==> src/hw/rv32_pkg.sv <==
package rv32_pkg;

    // Data RAM geometry with the word index taken from byte address bits 9:2
    localparam int DATA_RAM_WORDS     = 256;
    localparam int DATA_RAM_ADDR_BITS = 8;

    typedef enum logic [1:0] {
        MEM_WIDTH_WORD = 2'b00,
        MEM_WIDTH_HALF = 2'b01,
        MEM_WIDTH_BYTE = 2'b10
    } mem_width_e;

    typedef enum logic [1:0] {
        BRANCH_NONE = 2'b00,
        BRANCH_EQ   = 2'b01,
        BRANCH_NE   = 2'b10,
        BRANCH_JUMP = 2'b11
    } branch_op_e;

    // One instruction handed from execute to memory
    typedef struct packed {
        logic        valid;
        logic        branch_predicted_taken;
        logic        alu_non_zero;
        logic        read;
        logic        write;
        mem_width_e  width;
        logic        zero_extend;
        branch_op_e  branch_op;
        logic [4:0]  rd;
        logic        rd_write;
        logic [31:0] result;
        logic [31:0] rs2_value;
        logic [31:0] branch_pc;
    } ex_mem_t;

    // Data bus request toward the RAM
    typedef struct packed {
        logic        read;
        logic        write;
        logic [3:0]  write_mask;
        logic [31:0] address;
        logic [31:0] write_value;
    } dmem_req_t;

    // Retiring instruction toward the register file
    typedef struct packed {
        logic        valid;
        logic [4:0]  rd;
        logic        rd_write;
        logic [31:0] rd_value;
    } mem_wb_t;

endpackage

==> src/hw/rv32_ex_mem_reg.sv <==
`timescale 1ns/10ps

module rv32_ex_mem_reg
    import rv32_pkg::*;
(
    input  logic    clk,
    input  logic    reset_,
    input  logic    stall,
    input  ex_mem_t ex,
    output ex_mem_t ex_mem
);

    ex_mem_t ex_clean;

    // A bubble must never touch memory, registers or the branch logic
    always_comb begin
        ex_clean = ex;
        if (!ex.valid) begin
            ex_clean.read                   = 1'b0;
            ex_clean.write                  = 1'b0;
            ex_clean.rd_write               = 1'b0;
            ex_clean.branch_op              = BRANCH_NONE;
            ex_clean.branch_predicted_taken = 1'b0;
        end
    end

    always_ff @(posedge clk) begin
        if (!reset_) begin
            ex_mem.valid                  <= 1'b0;
            ex_mem.read                   <= 1'b0;
            ex_mem.write                  <= 1'b0;
            ex_mem.rd_write               <= 1'b0;
            ex_mem.branch_op              <= BRANCH_NONE;
            ex_mem.branch_predicted_taken <= 1'b0;
        end else if (!stall) begin
            ex_mem <= ex_clean;
        end
    end

endmodule

==> config.mk <==
export PLATFORM = sky130hd
export DESIGN_NAME = rv32_ex_mem_reg
export DESIGN_NICKNAME = d
export VERILOG_FILES = /design/src/hw/rv32_pkg.sv /design/src/hw/rv32_ex_mem_reg.sv
export SDC_FILE = /design/constraint.sdc
export NUM_CORES = 1
export LEC_CHECK = 0
export ABC_AREA = 1
export BUFFER_PORTS_ARGS = -buffer_cell sky130_fd_sc_hd__buf_2
export CAP_MARGIN = 20
export CORE_MARGIN = 2
export CORE_UTILIZATION = 30
export CTS_CLUSTER_SIZE = 30
export DETAILED_ROUTE_END_ITERATION = 10
export GPL_ROUTABILITY_DRIVEN = 1
export PLACE_DENSITY = 0.62
export SKIP_LAST_GASP = 1
export SLEW_MARGIN = 20
export SYNTH_ARGS = -nofsm -noshare
export SYNTH_HDL_FRONTEND = slang
export SYNTH_SLANG_ARGS = --single-unit
==> constraint.sdc <==
create_clock -name clk -period 5.3 [get_ports clk]
set_input_delay 0.53 -clock clk [delete_from_list [all_inputs] [get_ports clk]]
set_output_delay 0.53 -clock clk [all_outputs]
set_load 0.03 [all_outputs]
==> metrics.md <==
| Metric | Value |
|---|---|
| Post CTS Setup Buffer Count | 0 |
| Reg2reg setup slack | 4.68 ns |
| Drt pass-1 iters | 4 |
| Crit Path Category | input pin to register |
| Met3 wire len | 877 µm |
| Min cycle time layout | 2.02 ns |
| Placed cell count | 504 |
| Synthesized flop and latch total | 112 |
| Pwr Total | 1.93 mW |
| Synth area leaders | edfxtp_1, dfxtp_1, a21oi_1 |
| Final GP Congestion | 0.789 |
| Crit path required time | 5.27 ns |
| Inserted Clock Buffers | 9 |
| CP endpoint kind | register |
| Unrepaired setup endpoints after global routing | no |
| Register area share after synthesis | 0.966 |
| Synth cell types | 9 |
| Met2 Wirelength | 3570 µm |
| Mapped Cells | 137 |
| Port bufs | 226 |
| Static leakage | 2.13 nW |
| Hold Startpoint | ex[57] |
| Clock network power share | 0.339 |
| CP max stage delay | 0.63 ns |
| IO Pins | 227 |
| Via-to-Cell Ratio | 4.13 |
| Highest routed layer | met5 |
| Share of cells above drive strength 1 | 0.642 |
| Final Util | 0.457 |
| Vias in the first global route | 2199 |
| Logic pwr share | 0.121 |
| Largest net degree at the start of global routing | 43 |
| Setup ws final | 3.28 ns |
| Yosys warnings | 0 |
| WL met1 | 3210 µm |
| Cell Area, Placed | 4730 µm² |
| Post-route DRC | 0 |
| CTS tree | done |
| Switch Pwr | 0.467 mW |
| Initial cell density of the core | 0.311 |
| Peak supply drop | 0.158 mV |
| Fin crit share | 0.381 |
| Power per cell area | 385 nW/µm² |
| Final #Nets | 490 |
| Global route total overflow | 0 |
| Initial DRC count | 52 |
| Synth area leader | edfxtp_1 |
| Post-route cell area | 5020 µm² |
| Hold depth | 1 |
| Initial antenna violation count | 1 |
| Clk sinks | 112 |
| TNS Setup | 0 ns |
| Int Pwr | 1.47 mW |
| CP Max Fanout | 42 |
| WHS | 0.361 ns |
| CTS Hold Buffers Added | 0 |
| Setup violators final | 0 |
| Maxcap violations | 0 |
| Wire length per cell | 14.9 µm |
| DR vias | 2145 |
| DRT antenna net count | 0 |
| Regs by FF count | ex_mem: 112 flops |
| Finished Layout Cells | 520 |
| Place WS | 2.88 ns |
| Post-Route WL | 7770 µm |
| Reg power frac | 0.540 |
| Mapped Avg Cell Area | 24.9 µm² |
| Worst-skew pair later-pin latency | 0.33 ns |
| Status | finished, final reports clean |
| Global-route wire length before repair | 11900 µm |
| Startpoint Class | input pin |
| Die H | 111 µm |
| Clock root buffer | clkbuf_16 |
| Final Hold Fails | 0 |
| Slew @ Worst Pin | 0.786 ns |
| Die ar. | 12200 µm² |
| Tightest Hold Check Type | input pin to register |
| Gr usage total | 0.126 |
| H-tree depth | 3 |
| RR Endpoint | ex_mem[110]$_SDFFE_PN0N_ |
| Max reg flops | 112 |
| CORE AREA | 11000 µm² |
| Top cell type's share of synthesized area | 0.924 |
| Biggest register | ex_mem |
| Max Fclk | 495 MHz |
| Area Overhead vs Synth | 47.1% |
| Fin. max-slew vios | 0 |
| Worst Hold Path EP | ex_mem[57]$_DFFE_PP_ |
| Switch share | 0.241 |
| Die X | 111 µm |
| FP Rows | 38 |
| Cell area after synthesis | 3410 µm² |
| Clk slew on worst S/H paths | 0.07 ns |
| Worst slew margin | 0.475 |
| Clock tree buffer depth | 2 |
| CP cell instances | buf_2 > inv_1 > nor2_4 > buf_4 |
| Worst EP arrival | 1.99 ns |
| Syn_nets | 252 |
| RR Startpoint | ex_mem[110]$_SDFFE_PN0N_ |
| Ant. Diodes | 0 |
| Crit-path slowest cell | nor2_4 |
| R2R cell count | 2 |
| Worst Skew | 0 ns |
| PostCTS Resize Cnt | 0 |
power groups by stage:
stage | logic (mW) | registers (mW) | clock network [mW]
floorplan | 0.0165 | 1.19 | 0
global placement | 0.234 | 1.06 | 0
detailed placement | 0.237 | 1.06 | 0
CTS | 0.237 | 1.05 | 0.671
global route | 0.247 | 1.05 | 0.714
finish | 0.233 | 1.04 | 0.655
layout make-up:
| cell class | count | area (µm²) |
|---|---|---|
| Clock buffer | 11 | 233 |
| Clock inverter | 5 | 57.6 |
| Fill cell | 980 | 5960 |
| Inverter | 2 | 7.51 |
| Multi-Input combinational cell | 22 | 106 |
| Sequential cell | 112 | 3290 |
| Tap cell | 140 | 175 |
| Timing Repair Buffer | 228 | 1150 |
per-layer routing:
metal	global-route usage	vias to the layer above
met5	0	-
met4	0.0425	2
met3	0.0620	8
met2	0.192	144
met1	0.156	979
li1	-	1012
worst max path at each step:
stage,startpoint,end,slack [ns]
after floorplan,stall,ex_mem[0]$_DFFE_PP_,1.47
after global placement,reset_,ex_mem[51]$_DFFE_PP_,2.93
after detailed placement,reset_,ex_mem[51]$_DFFE_PP_,2.88
after CTS,reset_,ex_mem[58]$_DFFE_PP_,3.23
after global routing,reset_,ex_mem[72]$_DFFE_PP_,3.12
final,reset_,ex_mem[72]$_DFFE_PP_,3.28
cells by family after synthesis:
logic type             share of synthesized area
AND/OR/NAND/NOR                           0.0187
flip-flops                                 0.966
AO/OA/AOI/OAI                             0.0103
buffers and inverters                    0.00550
cell usage in the layout, fill, tap and decap left out:
cell type and count:
clkinv_4 2, buf_2 226, inv_2 1, dfxtp_1 7, inv_1 1, clkbuf_1 2, bufinv_16 1, nand2_1 8
nand3_1 6, nor2_4 1, buf_4 2, clkinv_2 2, a21oi_1 7, clkbuf_16 9, edfxtp_1 105
Yosys cell counts (all sizes together):
master and count:
edfxtp 105, nand2 8, a21oi 7, dfxtp 7, nand3 6, inv 2, buf 1, nor2 1
worst max-delay path, delay by kind of cell:
family                 cells  cell delay (ns)
buffers and inverters      3             0.79
AND/OR/NAND/NOR            1             0.63
(Power assumes the default switching activity.)
