File: src/hw/rv32_pkg.sv
package rv32_pkg;

    // Data RAM geometry with the word index taken from byte address bits 9:2
    localparam int DATA_RAM_WORDS     = 256;
    localparam int DATA_RAM_ADDR_BITS = 8;

    typedef enum logic [1:0] {
        MEM_WIDTH_WORD = 2'b00,
        MEM_WIDTH_HALF = 2'b01,
        MEM_WIDTH_BYTE = 2'b10
    } mem_width_e;

    typedef enum logic [1:0] {
        BRANCH_NONE = 2'b00,
        BRANCH_EQ   = 2'b01,
        BRANCH_NE   = 2'b10,
        BRANCH_JUMP = 2'b11
    } branch_op_e;

    // One instruction handed from execute to memory
    typedef struct packed {
        logic        valid;
        logic        branch_predicted_taken;
        logic        alu_non_zero;
        logic        read;
        logic        write;
        mem_width_e  width;
        logic        zero_extend;
        branch_op_e  branch_op;
        logic [4:0]  rd;
        logic        rd_write;
        logic [31:0] result;
        logic [31:0] rs2_value;
        logic [31:0] branch_pc;
    } ex_mem_t;

    // Data bus request toward the RAM
    typedef struct packed {
        logic        read;
        logic        write;
        logic [3:0]  write_mask;
        logic [31:0] address;
        logic [31:0] write_value;
    } dmem_req_t;

    // Retiring instruction toward the register file
    typedef struct packed {
        logic        valid;
        logic [4:0]  rd;
        logic        rd_write;
        logic [31:0] rd_value;
    } mem_wb_t;

endpackage

File: src/hw/rv32_regfile.sv
`timescale 1ns/10ps

module rv32_regfile
    import rv32_pkg::*;
(
    input  logic        clk,
    input  logic        reset_,
    input  mem_wb_t     wb,
    input  logic [4:0]  rs1_addr,
    input  logic [4:0]  rs2_addr,
    output logic [31:0] rs1_value,
    output logic [31:0] rs2_value
);

    logic [31:0] regs [32];
    logic        write_en;

    assign write_en = wb.valid && wb.rd_write && (wb.rd != 5'd0);

    always_ff @(posedge clk) begin
        if (!reset_) begin
            for (int i = 0; i < 32; i++) begin
                regs[i] <= 32'h0;
            end
        end else if (write_en) begin
            regs[wb.rd] <= wb.rd_value;
        end
    end

    // x0 reads as zero
    assign rs1_value = (rs1_addr == 5'd0) ? 32'h0 : regs[rs1_addr];
    assign rs2_value = (rs2_addr == 5'd0) ? 32'h0 : regs[rs2_addr];

endmodule

File: config.mk
export PLATFORM = sky130hd
export DESIGN_NAME = rv32_regfile
export DESIGN_NICKNAME = d
export VERILOG_FILES = /design/src/hw/rv32_pkg.sv /design/src/hw/rv32_regfile.sv
export SDC_FILE = /design/constraint.sdc
export NUM_CORES = 2
export LEC_CHECK = 0
export ABC_AREA = 1
export BUFFER_PORTS_ARGS = -buffer_cell sky130_fd_sc_hd__buf_2
export CAP_MARGIN = 20
export CELL_PAD_IN_SITES_DETAIL_PLACEMENT = 1
export CELL_PAD_IN_SITES_GLOBAL_PLACEMENT = 2
export CORE_MARGIN = 2
export CORE_UTILIZATION = 35
export DETAILED_ROUTE_END_ITERATION = 10
export PLACE_DENSITY_LB_ADDON = 0.1
export SETUP_SLACK_MARGIN = 0.1
export SLEW_MARGIN = 15
export SYNTH_ARGS = -nofsm -noshare
export SYNTH_HDL_FRONTEND = slang
export SYNTH_SLANG_ARGS = --single-unit
File: constraint.sdc
create_clock -name clk -period 2.3 [get_ports clk]
set_clock_uncertainty 0.1 [all_clocks]
set_input_delay 0 -clock clk [delete_from_list [all_inputs] [get_ports clk]]
set_output_delay 0 -clock clk [all_outputs]
set_load 0.03 [all_outputs]
==> qor.yml <==
layout:
  final_common_cell: "nand2_1"
  largest_reg_flops: 1024
  top_register: "regs"
  top_regs: "regs: 1024 flops"
  multi_input_area_mm2: 0.0252
  drive_above_1_share_pct: 17.8
  nNetsFinal: 7456
  regArea_mm2: 0.0307
  fill_cells: 18900
  final_cell_mix: "1867 x nand2_1, 1619 x nor2_1, 1024 x edfxtp_1"
  area_growth_pct: 24.6
synth:
  synth_top_area_share_pct: 54.2
  syn_avg_cell_area_um2: 7.82
  yosysTopAreaCell: "edfxtp_1"
  syn_inst: 7247
  ys_types: 23
  ys_ff_latch: 1024
  synth_area_leaders: "edfxtp_1 54%, nand2_1 14%, nor2_1 12%, nand3_1 8.7%, o21ai_0 3.8%"
  synth_warnings: 0
  synth_seq_area_share_pct: 54.2
  netlist_area_mm2: 0.0567
clock_tree:
  htreeDepth: 4
  cts_tree: "yes"
  clockBufferDepth: 3
  cts-root-buf: "clkbuf_16"
  cts.sinks: 1024
  clk_pin_slew_ns: 0.06
  cts_made_buffers: 132
setup_path:
  cp.arrival_ns: 2.30
  end_kind: "primary output"
  crit_family: "compound AO/OA/AOI/OAI gates"
  worstPathRequired_ns: 2.20
  cp-startpoint: "regs[5][12]"
  critPathKind: "reg -> out"
  path_buf_inv: 2
  cpPeakStageDelay_ns: 0.49
  crit_cells: 8
  cp-start-kind: "register"
  crit_chain: "a21oi_1, o21ai_1, a21oi_1, nor2_2, nor2_4, buf_6, nor2_4, buf_6"
  cp_max_fo: 2
  critPathCapture: "rs1_value[12]"
  crit_slowest_cell: "edfxtp_1"
power_and_ir_drop:
  seqPwrFrac_pct: 43.2
  p_total_w: 0.0513
  combPwrFrac_pct: 16.4
  p_per_area_mw_per_mm2: 726
  pwr-share-clk_pct: 40.4
  ir_drop_v: 0.000677
  leakagePower_nw: 28.8
  switching_share_pct: 29.3
  p_sw_w: 0.0150
  cell_internal_pwr_w: 0.0363
drt:
  antenna_left: 0
  vias_per_cell: 5.64
  drc_errors: 0
  first_iter_violations: 4942
  wl_per_cell_um: 28.1
  vias: 54400
  firstDrtPassIters: 5
  routed_wl_mm: 272
sta:
  fmax_mhz: 417
  min_period_ns: 2.40
  setup_slack_ns: -0.0977
  drv_slew: 0
  setup_viol: 8
  max_slew.worst_pin.slew_ns: 0.754
  period_share_pct: 104
  rsz0062_at_grt: "true"
  final-hold-violation-count: 0
  hold_slack_ns: 0.0189
  slew_headroom_pct: 49.8
global_route:
  grt_max_degree: 68
  grt_pass1_wl_mm: 389
  track_usage_pct: 32.6
  antenna_found_initial: 2
  first_global_vias: 55000
  grt_overflow: 0
run:
  max_cap_viol_count: 0
die:
  initial_utilization_pct: 35.3
  die_x_um: 406
  num_rows: 147
  die_area_mm2: 0.165
  io-pin-count: 115
  chipHeight_um: 406
  core_mm2: 0.161
hold_path:
  hold_class: "in -> reg"
  hold_depth: 6
outcome:
  violations: "negative setup slack"
  outcome: "finished with violations"
placed_design:
  place.gp.congestion: 0.848
  dpl.hpwl_mm: 171
  io_buffers: 114
-- synth_stat cells --
cell      number
nand2_1     2067
nor2_1      1782
edfxtp_1    1024
nand3_1      981
o21ai_0      426
clkbuf_1     350
buf_2        194
inv_1        140
a21oi_1      124
buf_1         52
buf_6         25
o211ai_1      16
nor2_2        15
o21ai_1       15
nor3_1         9
nand2_2        8
buf_4          6
inv_2          5
nor3_4         4
clkinv_1       1
conb_1         1
nand4_1        1
nand4_4        1
-- logic make-up (layout without fill, tap and decap cells) --
logic type | count (synthesis) | after routing | synth area share (%)
AO/OA/AOI/OAI | 581 | 581 | 5.20
AND/OR/NAND/NOR | 4868 | 4868 | 34.6
buffers and inverters | 773 | 993 | 5.92
flip-flops | 1024 | 1024 | 54.2
other | 1 | 34 | 0.00661
-- stage by stage --
stage          setup TNS, ns  std cells  instance area [µm²]  utilization (%)  worst slack [ns]
3_3_place_gp         -256.71       9367                63100             39.2            -0.232
4_1_cts                -1.34       9637                69500             43.2            -0.154
5_1_grt                -3.05       9658                70600             43.9            -0.161
3_5_place_dp         -182.80       9367                63100             39.2            -0.239
2_1_floorplan              0       7278                56800                -             0.116
6_report              -0.263       9660                70600             43.9           -0.0977
-- repair_timing --
action / in CTS / in global routing
hold buffers: 38 / 2
gates resized for setup: 586 / 272
endpoints found under the hold margin: 992 / 1
pin swaps: 242 / 226
buffers inserted: 7 / 19
endpoints found under the setup margin: 64 / 989
-- area by class of cell --
type	instances	area share, %
Antenna cell	2	0.00709
Clock buffer	160	5.04
Clock inverter	67	0.852
Inverter	146	0.834
Multi-Input combinational cell	5481	35.6
Sequential cell	1024	43.5
Tap cell	2160	3.83
Timing Repair Buffer	620	10.3
-- layer usage --
| metal | track usage (%) | part of all wire, % | up-vias | routed length [µm] |
|---|---|---|---|---|
| li1 | - | - | 24100 | - |
| met1 | 43.9 | 43 | 27900 | 117000 |
| met2 | 53.6 | 47 | 2023 | 127000 |
| met3 | 4.18 | 6.1 | 442 | 16600 |
| met5 | 0 | 0 | - | 0 |
| met4 | 12.0 | 3.9 | 0 | 10500 |
-- power by group through the flow --
| stage | combinational, W | clock, W | sequential, W |
|---|---|---|---|
| 6_report | 0.00843 | 0.0207 | 0.0222 |
| 5_1_grt | 0.00899 | 0.0217 | 0.0222 |
| 4_1_cts | 0.00815 | 0.0210 | 0.0221 |
| 3_5_place_dp | 0.00741 | 0 | 0.0225 |
| 3_3_place_gp | 0.00733 | 0 | 0.0225 |
| 2_1_floorplan | 0.00394 | 0 | 0.0223 |
-- how the worst min path moves through the flow --
stage | startpoint | endpoint | slack, ns
6_report | wb[37] | regs[3][26] | 0.02
5_1_grt | wb[37] | regs[3][25] | -0.004
4_1_cts | wb[37] | regs[1][24] | -0.09
2_1_floorplan | wb[31] | regs[1][31] | 0.14
3_5_place_dp | wb[13] | regs[21][13] | 0.53
3_3_place_gp | wb[18] | regs[23][18] | 0.52
Note: power is estimated with default switching activity, not from simulation.
