--- config.mk ---
export PLATFORM = sky130hd
export DESIGN_NAME = rv32_mem
export DESIGN_NICKNAME = d
export VERILOG_FILES = /design/src/hw/rv32_pkg.sv /design/src/hw/rv32_branch_unit.sv /design/src/hw/rv32_mem.sv
export SDC_FILE = /design/constraint.sdc
export NUM_CORES = 1
export LEC_CHECK = 0
export ABC_AREA = 0
export BUFFER_PORTS_ARGS = -buffer_cell sky130_fd_sc_hd__clkbuf_2
export CORE_AREA = 4 4 111 113
export DETAILED_ROUTE_END_ITERATION = 16
export DIE_AREA = 0 0 115 117
export SLEW_MARGIN = 20
export SYNTH_ARGS = -nofsm -noshare
export SYNTH_HDL_FRONTEND = slang
export SYNTH_HIERARCHICAL = 1
export SYNTH_SLANG_ARGS = --single-unit
--- constraint.sdc ---
create_clock -name clk -period 3.1 [get_ports clk]
set_input_delay 0.465 -clock clk [delete_from_list [all_inputs] [get_ports clk]]
set_output_delay 0.465 -clock clk [all_outputs]
set_load 0.02 [all_outputs]
--- src/hw/rv32_pkg.sv ---
package rv32_pkg;

    // Data RAM geometry with the word index taken from byte address bits 9:2
    localparam int DATA_RAM_WORDS     = 256;
    localparam int DATA_RAM_ADDR_BITS = 8;

    typedef enum logic [1:0] {
        MEM_WIDTH_WORD = 2'b00,
        MEM_WIDTH_HALF = 2'b01,
        MEM_WIDTH_BYTE = 2'b10
    } mem_width_e;

    typedef enum logic [1:0] {
        BRANCH_NONE = 2'b00,
        BRANCH_EQ   = 2'b01,
        BRANCH_NE   = 2'b10,
        BRANCH_JUMP = 2'b11
    } branch_op_e;

    // One instruction handed from execute to memory
    typedef struct packed {
        logic        valid;
        logic        branch_predicted_taken;
        logic        alu_non_zero;
        logic        read;
        logic        write;
        mem_width_e  width;
        logic        zero_extend;
        branch_op_e  branch_op;
        logic [4:0]  rd;
        logic        rd_write;
        logic [31:0] result;
        logic [31:0] rs2_value;
        logic [31:0] branch_pc;
    } ex_mem_t;

    // Data bus request toward the RAM
    typedef struct packed {
        logic        read;
        logic        write;
        logic [3:0]  write_mask;
        logic [31:0] address;
        logic [31:0] write_value;
    } dmem_req_t;

    // Retiring instruction toward the register file
    typedef struct packed {
        logic        valid;
        logic [4:0]  rd;
        logic        rd_write;
        logic [31:0] rd_value;
    } mem_wb_t;

endpackage

--- src/hw/rv32_branch_unit.sv ---
`timescale 1ns/10ps

module rv32_branch_unit
    import rv32_pkg::*;
(
    input  logic       predicted_taken,
    input  logic       alu_non_zero,
    input  branch_op_e op,
    output logic       mispredicted
);

    logic taken;

    // Actual outcome with EQ and NE taken from the ALU zero flag
    always_comb begin
        case (op)
            BRANCH_NONE: taken = 1'b0;
            BRANCH_EQ:   taken = !alu_non_zero;
            BRANCH_NE:   taken = alu_non_zero;
            BRANCH_JUMP: taken = 1'b1;
            default:     taken = 1'b0;
        endcase
    end

    assign mispredicted = taken != predicted_taken;

endmodule

--- src/hw/rv32_mem.sv ---
`timescale 1ns/10ps

module rv32_mem
    import rv32_pkg::*;
(
    input  logic        clk,
    input  logic        reset_,
    input  logic        stall,
    input  logic        flush,
    input  ex_mem_t     ex_mem,
    input  logic [31:0] read_value,
    output dmem_req_t   dmem_req,
    output logic        branch_mispredicted,
    output logic [31:0] branch_pc,
    output mem_wb_t     wb
);

    logic [1:0]  byte_sel;
    logic [7:0]  load_byte;
    logic [15:0] load_half;
    logic        load_sign;
    logic [31:0] load_value;
    logic [31:0] store_value;
    logic [3:0]  store_mask;

    rv32_branch_unit branch_unit (
        .predicted_taken (ex_mem.branch_predicted_taken),
        .alu_non_zero    (ex_mem.alu_non_zero),
        .op              (ex_mem.branch_op),
        .mispredicted    (branch_mispredicted)
    );

    assign branch_pc = ex_mem.branch_pc;
    assign byte_sel  = ex_mem.result[1:0];

    // Store lane steering with unused lanes driven as zero
    always_comb begin
        store_value = 32'h0;
        store_mask  = 4'b0000;
        if (ex_mem.write) begin
            case (ex_mem.width)
                MEM_WIDTH_WORD: begin
                    store_value = ex_mem.rs2_value;
                    store_mask  = 4'b1111;
                end
                MEM_WIDTH_HALF: begin
                    if (byte_sel[1]) begin
                        store_value = {ex_mem.rs2_value[15:0], 16'h0};
                        store_mask  = 4'b1100;
                    end else begin
                        store_value = {16'h0, ex_mem.rs2_value[15:0]};
                        store_mask  = 4'b0011;
                    end
                end
                MEM_WIDTH_BYTE: begin
                    store_value = {24'h0, ex_mem.rs2_value[7:0]} << (8 * byte_sel);
                    store_mask  = 4'b0001 << byte_sel;
                end
                default: begin
                    store_value = 32'h0;
                    store_mask  = 4'b0000;
                end
            endcase
        end
    end

    always_comb begin
        dmem_req.read        = ex_mem.read;
        dmem_req.write       = ex_mem.write;
        dmem_req.write_mask  = store_mask;
        dmem_req.address     = ex_mem.result;
        dmem_req.write_value = store_value;
    end

    // Load extraction with the halfword picked by address bit 1
    always_comb begin
        load_byte = read_value[8 * byte_sel +: 8];
        load_half = byte_sel[1] ? read_value[31:16] : read_value[15:0];
        load_sign = 1'b0;
        case (ex_mem.width)
            MEM_WIDTH_HALF: begin
                load_sign  = !ex_mem.zero_extend && load_half[15];
                load_value = {{16{load_sign}}, load_half};
            end
            MEM_WIDTH_BYTE: begin
                load_sign  = !ex_mem.zero_extend && load_byte[7];
                load_value = {{24{load_sign}}, load_byte};
            end
            default: load_value = read_value;
        endcase
    end

    // Memory/writeback register
    always_ff @(posedge clk) begin
        if (!reset_) begin
            wb <= '0;
        end else if (!stall) begin
            wb.valid    <= ex_mem.valid && !flush;
            wb.rd       <= ex_mem.rd;
            wb.rd_write <= ex_mem.rd_write && !flush;
            wb.rd_value <= ex_mem.read ? load_value : ex_mem.result;
        end
    end

endmodule

==> summary.md, run 1 <==
| Metric | Value |
|---|---|
| Peak supply drop | `roughly 0.29 mV` |
| Seq/Total Area, Yosys | `between 20% and 30%` |
| Number of DRC markers in iteration 0 | `300` |
| # setup viols final | `0` |
| Max-Cap Viols | `0` |
| Avg Inst Size Synth | `7.65 sq um` |
| DIE AREA | `around 13000 sq um` |
| Setup TNS | `0 ns` |
| Critical Path AT | `2.03 ns` |
| Largest reg by FF count | `wb` |
| Die height | `between 100 and 150 um` |
| Synth Register Bits | `39` |
| Data required, critical path | `between 2 and 3 ns` |
| CTS tree | `yes` |
| Critical Path Sink Type | `output port` |
| Post-layout util | `a little over a third` |
| H-tree depth | `2` |
| Commonest non-fill, non-tap cell in the layout | `clkbuf_2` |
| Top cells by area, synth | `dfxtp_1, buf_4, nor2_1` |
| Die X | `~120 um` |
| PwrDens | `about 430 nW/um^2` |
| Clk buf depth | `2` |
| First-pass DRT Iterations | `7` |
| Final hold vios | `0` |
| Num CTS Buffers | `5` |
| DPL Wire Length | `roughly 10000 um` |
| Synth-to-Final Area Change | `28.9%` |
| Filler Cell Count | `approximately 1200` |
| Total GRT Usage | `17.5%` |
| ANT cells | `0` |
| I/O Buffers | `around 230` |
| Async set-reset flop share out of synthesis | `0%` |
| Clock-pin slew on the worst setup and hold paths | `around 0.060 ns` |
| Syn_nets | `approximately 570` |
| Sw Ratio | `between 30% and 40%` |
| Internal power | `~1200 uW` |
| Clock Latency Late Sink | `roughly 0.27 ns` |
| # rows | `39` |
| RSZ-0062 raised after global routing | `no` |
| Root buffer cell | `clkbuf_16` |
| Gpl congestion | `~0.82` |
| Post-Syn Area | `around 3200 sq um` |
| Initial Utilization | `between 20% and 30%` |
| Part of the power in the clock network | `a little under two fifths` |
| Top flop regs | `wb (39)` |
| Synth Flop Type | `dfxtp_1` |
| # IOs | `a little under 300` |
| Peak Freq | `between 0.4 and 0.5 GHz` |
| CP startpoint kind | `primary input` |
| Total power | `approximately 1800 uW` |
| First-pass GRT wire length | `about 19000 um` |
| Critical path type | `in -> out` |
| Antenna violations before repair | `0` |
| Number of enable flip-flop cells after synthesis | `0` |
| DR WL/cell | `approximately 18 um` |
| Worst Hold Class | `in -> reg` |
| Drt total wl | `12900 um` |
| Worst slew pin tran | `0.592 ns` |
| Pin count of the biggest net entering global routing | `30` |
| Pins Over Slew Limit | `0` |
| Max reg flops | `39` |
| Synth Warn # | `6` |
| Vias per inst | `approximately 5.2` |
| Setup bufs post-CTS | `0` |
| Resized cells post-CTS | `0` |
| Layout cells sized above 1 | `a little under half` |
| Clock Sinks | `39` |
| Largest fanout on the critical path | `12` |
| ANT nets after route | `0` |
| Post-CTS Hold Fix Bufs | `0` |
| Slew headroom | `60.5%` |
| Leading cell types in the layout, fill and taps excluded | `clkbuf_2, nor2_1, dfxtp_1` |
| Final Skew | `0 ns` |
| Min cycle time layout | `around 2.5 ns` |
| Status | `complete, no violations` |
| Pre-CTS WS | `just over 0.6 ns` |
| DRC | `0` |
| Total congestion overflow | `0` |
| Vias in the first global route | `between 3000 and 4000` |
| Fin nets | `~720` |
| Yosys top cell area share | `about a quarter` |
| Leak Pwr | `between 0.002 and 0.0025 uW` |
| Synth area leader | `dfxtp_1` |
| Vias | `approximately 3700` |
| Core Area | `about 11000 sq um` |
| Net Sw Power | `between 500 and 600 uW` |
| Synth Instances | `420` |
| Seq pwr share | `a little under a third` |
| Comb pwr share | `a little under a third` |
| Final period utilization | `around 80%` |
| PnR worst setup slack | `0.606 ns` |
| Cell variety after synth | `49` |
## cell type report
class,count,area (sq um),share of cell area [%]
multi-input combinational,276,1770,42.8
timing repair buffer,233,1190,28.7
sequential,39,781,18.9
tap,143,179,4.32
clock buffer,6,129,3.11
clock inverter,2,60.1,1.45
inverter,9,33.8,0.816
## power by group through the flow
stage | logic (uW) | clock network [uW] | registers [uW]
after floorplan | 360 | 0 | 612
after global placement | 544 | 0 | 567
after detailed placement | 548 | 0 | 569
after CTS | 551 | 670 | 558
after global routing | 596 | 691 | 562
final | 548 | 658 | 557
## worst max-delay path, stage by stage
cell      delay, ns
clkbuf_2       0.11
inv_1          0.11
ha_1           0.41
o21ai_0        0.15
a21oi_1        0.42
and2_1         0.20
clkbuf_2       0.17
## cells in the mapped netlist, types with 9 or more instances
library cell / count
and2_1: 9
nand2_1: 29
o221ai_1: 14
a21oi_1: 30
buf_4: 67
a222oi_1: 14
nor2_1: 55
a22oi_1: 15
o21ai_0: 16
clkbuf_1: 16
dfxtp_1: 39
## through the flow
step                      std cells  hold slack, ns  cell area [sq um]
after floorplan                 420           0.590               3210
after global placement          700           0.473               3950
after detailed placement        700           0.483               3950
after CTS                       708           0.423               4140
after global routing            708           0.416               4140
final                           708           0.423               4140
## final timing paths
path                     from     endpoint  slack [ns]  cells after the start
hold reg to reg        wb[38]       wb[38]        0.49                      2
setup / recovery  ex_mem[106]  dmem_req[7]        0.61                      7
hold / removal    ex_mem[100]       wb[36]        0.42                      3
setup reg to reg        wb[5]        wb[5]        2.34                      2
## per-layer routing
layer  share of wire [%]  vias to the layer above  global-route usage, %
met3                 6.8                       23                   3.34
met4                 2.0                        0                   4.77
met1                  41                     1718                   22.7
met2                  50                      165                   29.9
met5                   0                        -                      0
li1                    -                     1756                      -
## kinds of logic after synthesis
logic type,share of synthesized area [%]
flip-flops,24.3
buffers and inverters,20.6
multiplexers,3.35
adder cells (fa/ha/maj),2.34
AO/OA/AOI/OAI,31.4
AND/OR/NAND/NOR,17.8
XOR/XNOR,0.273
Power figures use the tool's default switching activity.
==> inputs of run 2 (changes only) <==
--- a/config.mk
+++ b/config.mk
@@ -5,11 +5,12 @@
 export SDC_FILE = /design/constraint.sdc
 export NUM_CORES = 1
 export LEC_CHECK = 0
-export ABC_AREA = 0
+export ABC_AREA = 1
 export BUFFER_PORTS_ARGS = -buffer_cell sky130_fd_sc_hd__clkbuf_2
-export CORE_AREA = 4 4 111 113
+export CORE_AREA = 4 4 112 114
 export DETAILED_ROUTE_END_ITERATION = 16
-export DIE_AREA = 0 0 115 117
+export DIE_AREA = 0 0 116 118
+export PLACE_DENSITY = 0.7
 export SLEW_MARGIN = 20
 export SYNTH_ARGS = -nofsm -noshare
 export SYNTH_HDL_FRONTEND = slang
==> constraint.sdc (replaced) <==
create_clock -name clk -period 2.15 [get_ports clk]
set_input_delay 0.3225 -clock clk [delete_from_list [all_inputs] [get_ports clk]]
set_output_delay 0.3225 -clock clk [all_outputs]
set_load 0.02 [all_outputs]
==> run 2 against run 1 <==
Effect of this change:
- combinational power grew 60%
- clock skew is the same
- register-to-register slack lost 0.87 ns
- via count grew 19%
==> summary.md, run 2 <==
| Metric | Value |
|---|---|
| Die height | `118 um` |
| Clock Latency Late Sink | `between 0.2 and 0.3 ns` |
| First-pass DRT Iterations | `6` |
| Yosys top cell area share | `between 20% and 30%` |
| CP startpoint kind | `primary input` |
| Peak supply drop | `roughly 0.37 mV` |
| Async set-reset flop share out of synthesis | `0%` |
| Number of enable flip-flop cells after synthesis | `0` |
| Synth area leader | `dfxtp_1` |
| Min cycle time layout | `2.01 ns` |
| Largest fanout on the critical path | `8` |
| Synth-to-Final Area Change | `24.8%` |
| # IOs | `290` |
| Leading cell types in the layout, fill and taps excluded | `clkbuf_2, nand2_1, a21oi_1` |
| Num CTS Buffers | `5` |
| Total congestion overflow | `0` |
| Synth Flop Type | `dfxtp_1` |
| # setup viols final | `0` |
| ANT cells | `0` |
| First-pass GRT wire length | `~21000 um` |
| # rows | `39` |
| CTS tree | `yes` |
| Max stage delay cell, worst path | `o31ai_2` |
| DRC | `0` |
| Critical Path AT | `1.68 ns` |
| CP bufs+invs | `4` |
| Core Area | `between 10000 and 15000 sq um` |
| Worst Hold Class | `in -> reg` |
| Post-layout util | `40.4%` |
| Post-Syn Area | `between 3000 and 4000 sq um` |
| Synth Instances | `600` |
| Min Hold Slack | `about 0.28 ns` |
| CP top delay family | `buffers and inverters` |
| Number of DRC markers in iteration 0 | `304` |
| Vias per inst | `4.89` |
| Final cell count without fillers | `slightly below 900` |
| Syn_nets | `754` |
| Fin nets | `900` |
| Die X | `between 100 and 150 um` |
| Avg Inst Size Synth | `between 6 and 7 sq um` |
| Mux contribution to synthesized area | `0%` |
| Synth Register Bits | `39` |
| Critical path type | `in -> out` |
| DIE AREA | `13700 sq um` |
| Vias | `4354` |
| Status | `complete, no violations` |
| Main combinational cell family by area after synthesis | `simple AND/OR/NAND/NOR gates` |
| Final hold vios | `0` |
| Peak Freq | `~0.50 GHz` |
| DR WL/cell | `roughly 15 um` |
| Max reg flops | `39` |
| Max stage delay on crit path | `around 0.27 ns` |
| Synth Warn # | `6` |
| PwrDens | `523 nW/um^2` |
| H-tree depth | `2` |
| Most common cell in the netlist | `nand2_1` |
| Clock Sinks | `39` |
| Most frequent cells after synthesis | `nand2_1, a21oi_1, buf_4` |
| Cell variety after synth | `30` |
| Pin count of the biggest net entering global routing | `44` |
| ANT nets after route | `0` |
| Root buffer cell | `clkbuf_16` |
| Synth Area in Simple Gates | `29.2%` |
| Commonest non-fill, non-tap cell in the layout | `clkbuf_2` |
| Adder-cell area share of the yosys netlist | `between 2 and 2.5%` |
| Critical Path Sink Type | `output port` |
| Synth Area in Compound Gates | `25.6%` |
| Dpl cells | `882` |
| Max-Cap Viols | `0` |
| Data required, critical path | `~1.8 ns` |
| Vias in the first global route | `3888` |
| Synth Area in XOR/XNOR | `0%` |
| Clock-pin slew on the worst setup and hold paths | `~0.06 ns` |
| Antenna violations before repair | `0` |
| Final Skew | `0 ns` |
| Total GRT Usage | `about a fifth` |
| Top flop regs | `wb (39)` |
| Leak Pwr | `between 0.002 and 0.003 uW` |
| Final period utilization | `slightly above 90%` |
| Worst slew pin tran | `~0.63 ns` |
| Drt total wl | `13700 um` |
| Crit path cell chain | `clkbuf_2 -> inv_1 -> ha_1 -> inv_1 -> o21ai_1 -> nand2_2 -> o31ai_2 -> clkbuf_2` |
| Top cells by area, synth | `dfxtp_1, nand2_1, buf_4` |
| I/O Buffers | `approximately 230` |
| Pins Over Slew Limit | `0` |
| Slew headroom | `57.7%` |
| Post-CTS Hold Fix Bufs | `0` |
| Gpl congestion | `between 0.8 and 0.9` |
| Initial Utilization | `between 30% and 40%` |
| RSZ-0062 raised after global routing | `yes` |
| Clk buf depth | `2` |
| Largest reg by FF count | `wb` |
| DPL Wire Length | `about 11000 um` |
| Layout cells sized above 1 | `between 30% and 40%` |
| Seq/Total Area, Yosys | `between 20% and 30%` |
-- run 2: cell types whose count changed after synthesis, sizes merged, moves of 16 or more --
cell and change:
o21ai +29, nand2 +154, nand3 +32, a22oi -16, nor2 -32, a21oi +52, inv +30
-- run 2: stage by stage --
| step | setup WS, ns | cell area (sq um) | setup TNS (ns) | power [uW] |
|---|---|---|---|---|
| 6_report | 0.143 | 4610 | 0 | 2420 |
| 5_1_grt | -0.0172 | 4610 | -0.0172 | 2570 |
| 4_1_cts | 0.0388 | 4600 | 0 | 2430 |
| 3_5_place_dp | 0.0441 | 4460 | 0 | 1700 |
| 3_3_place_gp | 0.110 | 4460 | 0 | 1690 |
| 2_1_floorplan | 0.136 | 3700 | 0 | 1480 |
-- run 2: path summary, 6_finish.rpt --
check                                 start      endpoint  slack, ns  depth (start not counted)
worst max-delay path            ex_mem[105]  dmem_req[22]       0.14                          8
worst min-delay path            ex_mem[100]        wb[36]       0.28                          3
worst max register to register       wb[30]        wb[30]       1.47                          2
worst min register to register       wb[32]        wb[32]       0.47                          2
-- run 2: kinds of logic after synthesis --
kind of cell	Yosys count
AOI/OAI and AO/OA	164
buffers and inverters	142
and+or+nand+nor	249
adders and majority gates	6
DFF	39
-- run 2: final cells by class --
class | instances | area (sq um)
multi-input cells | 419 | 2120
well taps | 143 | 179
inverters | 40 | 150
clock inverters | 2 | 12.5
repair buffers | 241 | 1250
flip-flops and latches | 39 | 781
fillers | 1291 | 6800
clock buffers | 6 | 129
-- run 2: report_power, final --
group	switching (uW)	internal [uW]	total, uW
sequential	24.0	776	800
clock	308	429	736
combinational	575	304	879
total	907	1510	2420
-- run 2: what timing repair did --
item                                    CTS  global route
resized for setup                         0             5
endpoints found under the setup margin    0            16
hold endpoints to repair                  0             0
buffers inserted                          0             0
-- run 2: routing by layer --
layer  track usage [%]  part of all wire [%]  vias up
met1              25.5                    43     1908
met3              4.27                   8.7       33
li1                  -                     -     2210
met5                 0                     0        -
met2              30.3                    46      203
met4              4.57                   2.0        0
-- run 2: tightest hold or removal path: cells and delay by family --
family	cells	cell delay, ns
compound gates	1	0.06
buf+inv	1	0.07
simple gates	1	0.07
==> inputs of run 3 (changes only) <==
==> constraint.sdc (replaced) <==
create_clock -name clk -period 1.72 [get_ports clk]
set_input_delay 0.258 -clock clk [delete_from_list [all_inputs] [get_ports clk]]
set_output_delay 0.258 -clock clk [all_outputs]
set_load 0.02 [all_outputs]
==> run 3 against run 2 <==
Effect of this change:
- global-route usage increased by 0.33 points
- die area did not move
- setup slack got worse by 0.073 ns
- critical endpoint is now dmem_req[8]
- first-iteration DRC count rose by 19%
- clock-buffer cell count stayed put
- combinational power grew 39%
- critical path depth grew 1
- via count up 2.9%
- core utilization is 3.8 points higher
- flip-flop and latch count did not move
- clock skew stayed put
- clock power is 21% higher
==> summary.md, run 3 (synthesized netlist as in run 2, its figures left out) <==
| Metric | Value |
|---|---|
| Status | `complete, no violations` |
| Sw Ratio | `between 30% and 40%` |
| Final hold vios | `0` |
| Peak supply drop | `between 0.5 and 0.6 mV` |
| Top flop regs | `wb (39)` |
| Final cell count without fillers | `about 910` |
| Final Skew | `0 ns` |
| Filler Cell Count | `around 1200` |
| First-pass GRT wire length | `roughly 22000 um` |
| # rows | `39` |
| Vias | `4482` |
| PwrDens | `~620 nW/um^2` |
| Critical Path Sink Type | `output port` |
| Drt total wl | `between 10000 and 15000 um` |
| FF-to-FF path depth | `2` |
| Data required, critical path | `between 1 and 1.5 ns` |
| ANT cells | `0` |
| Clock Latency Late Sink | `between 0.2 and 0.3 ns` |
| Peak Freq | `roughly 0.61 GHz` |
| ANT nets after route | `0` |
| Pins Over Slew Limit | `0` |
| CP startpoint kind | `primary input` |
| First-pass DRT Iterations | `5` |
| RSZ-0062 raised after global routing | `yes` |
| Commonest non-fill, non-tap cell in the layout | `clkbuf_2` |
| Antenna violations before repair | `0` |
| Core Area | `roughly 11000 sq um` |
| Net Sw Power | `about 1100 uW` |
| Min cycle time layout | `1.65 ns` |
| Clk buf depth | `2` |
| PnR worst setup slack | `0.0697 ns` |
| Pre-CTS WS | `-0.148 ns` |
| Critical path type | `in -> out` |
| Setup TNS | `0 ns` |
| Total power | `approximately 3100 uW` |
| Die X | `between 100 and 150 um` |
| Clock-pin slew on the worst setup and hold paths | `around 0.060 ns` |
| H-tree depth | `2` |
| Layout cells sized above 1 | `between 40% and 50%` |
| Root buffer cell | `clkbuf_16` |
| Clock Sinks | `39` |
| Die height | `118 um` |
| Total congestion overflow | `0` |
| Leading cell types in the layout, fill and taps excluded | `clkbuf_2, nand2_1, a21oi_1` |
| Pin count of the biggest net entering global routing | `44` |
| Critical Path AT | `around 1.4 ns` |
| Vias per inst | `between 4 and 5` |
| Fin nets | `about 900` |
| Num CTS Buffers | `5` |
| DIE AREA | `13700 sq um` |
| DR WL/cell | `~15 um` |
| Final period utilization | `between 90 and 100%` |
| Slew headroom | `roughly 70%` |
| Max-Cap Viols | `0` |
| Vias in the first global route | `approximately 4200` |
| Internal power | `approximately 2000 uW` |
| Worst Hold Class | `in -> reg` |
| DRC | `0` |
| I/O Buffers | `approximately 230` |
| # IOs | `between 200 and 300` |
| Largest reg by FF count | `wb` |
| Seq pwr share | `between 30% and 40%` |
| Register area | `a little under 800 sq um` |
| Synth-to-Final Area Change | `36.7%` |
| Worst slew pin tran | `about 0.43 ns` |
| Post-CTS Hold Fix Bufs | `0` |
| Post-layout util | `44.2%` |
| Gpl congestion | `0.889` |
| Total GRT Usage | `19.2%` |
| Dpl cells | `900` |
| Hold Path Stages | `3` |
| Leak Pwr | `0.00271 uW` |
| Initial Utilization | `~32%` |
| CTS tree | `yes` |
| Largest fanout on the critical path | `9` |
| Part of the power in the clock network | `28.6%` |
| # setup viols final | `0` |
| Area of the multi-input gates | `between 2000 and 2500 sq um` |
| Number of DRC markers in iteration 0 | `between 300 and 400` |
| DPL Wire Length | `around 11000 um` |
| Comb pwr share | `between 30% and 40%` |
| Max reg flops | `39` |
==> run 3: cell count changes in the layout (fill, tap and decap cells not counted), moves of 6 or more <==
cell      previous run  this run
buf_4               16        46
clkbuf_2           225       198
buf_2                0        10
o311ai_0             8         0
o311ai_2             0         7
o31ai_1              6         0
==> run 3: power groups by stage <==
stage | Sequential, uW | Clock, uW | Combinational, uW
after floorplan | 1100 | 0 | 753
after detailed placement | 1020 | 0 | 1160
final | 1000 | 888 | 1220
after global placement | 1020 | 0 | 1150
after CTS | 1000 | 919 | 1170
after global routing | 1010 | 959 | 1340
==> run 3: layer usage <==
metal	vias up	track usage, %	routed length [um]
li1	2251	-	-
met2	205	31.0	6440
met1	1995	24.7	5750
met5	-	0	0
met3	31	5.24	1360
met4	0	5.95	320
==> run 3: cell type report <==
type | count | share of cell area [%]
inverters | 40 | 3.02
well taps | 143 | 3.54
clock buffers | 6 | 2.55
clock inverters | 2 | 0.248
repair buffers | 260 | 29.3
flip-flops and latches | 39 | 15.5
multi-input cells | 419 | 45.9
==> run 3: per-stage QoR <==
stage | instance area [sq um] | hold slack, ns
after CTS | 4840 | 0.209
after floorplan | 3740 | 0.410
after global placement | 4670 | 0.456
final | 5050 | 0.214
after global routing | 5050 | 0.216
after detailed placement | 4670 | 0.458
==> run 3: path summary, 6_finish.rpt <==
check | from | endpoint | slack (ns)
setup / recovery | ex_mem[105] | dmem_req[8] | 0.07
hold / removal | ex_mem[99] | wb[35] | 0.21
setup reg to reg | wb[31] | wb[31] | 1.04
hold reg to reg | wb[32] | wb[32] | 0.47
==> run 3: worst max-delay path, cell delays in order <==
cell	delay [ns]
clkbuf_2	0.12
inv_2	0.08
ha_4	0.13
inv_1	0.05
buf_4	0.18
o311ai_2	0.29
nand2_1	0.08
inv_1	0.06
buf_4	0.13
==> run 3: timing repair <==
| action | 4_1_cts | 5_1_grt |
|---|---|---|
| gates resized for setup | 11 | 76 |
| pin swaps | 0 | 2 |
| gates cloned | 0 | 0 |
| setup endpoints to repair | 31 | 32 |
| buffers inserted | 0 | 1 |
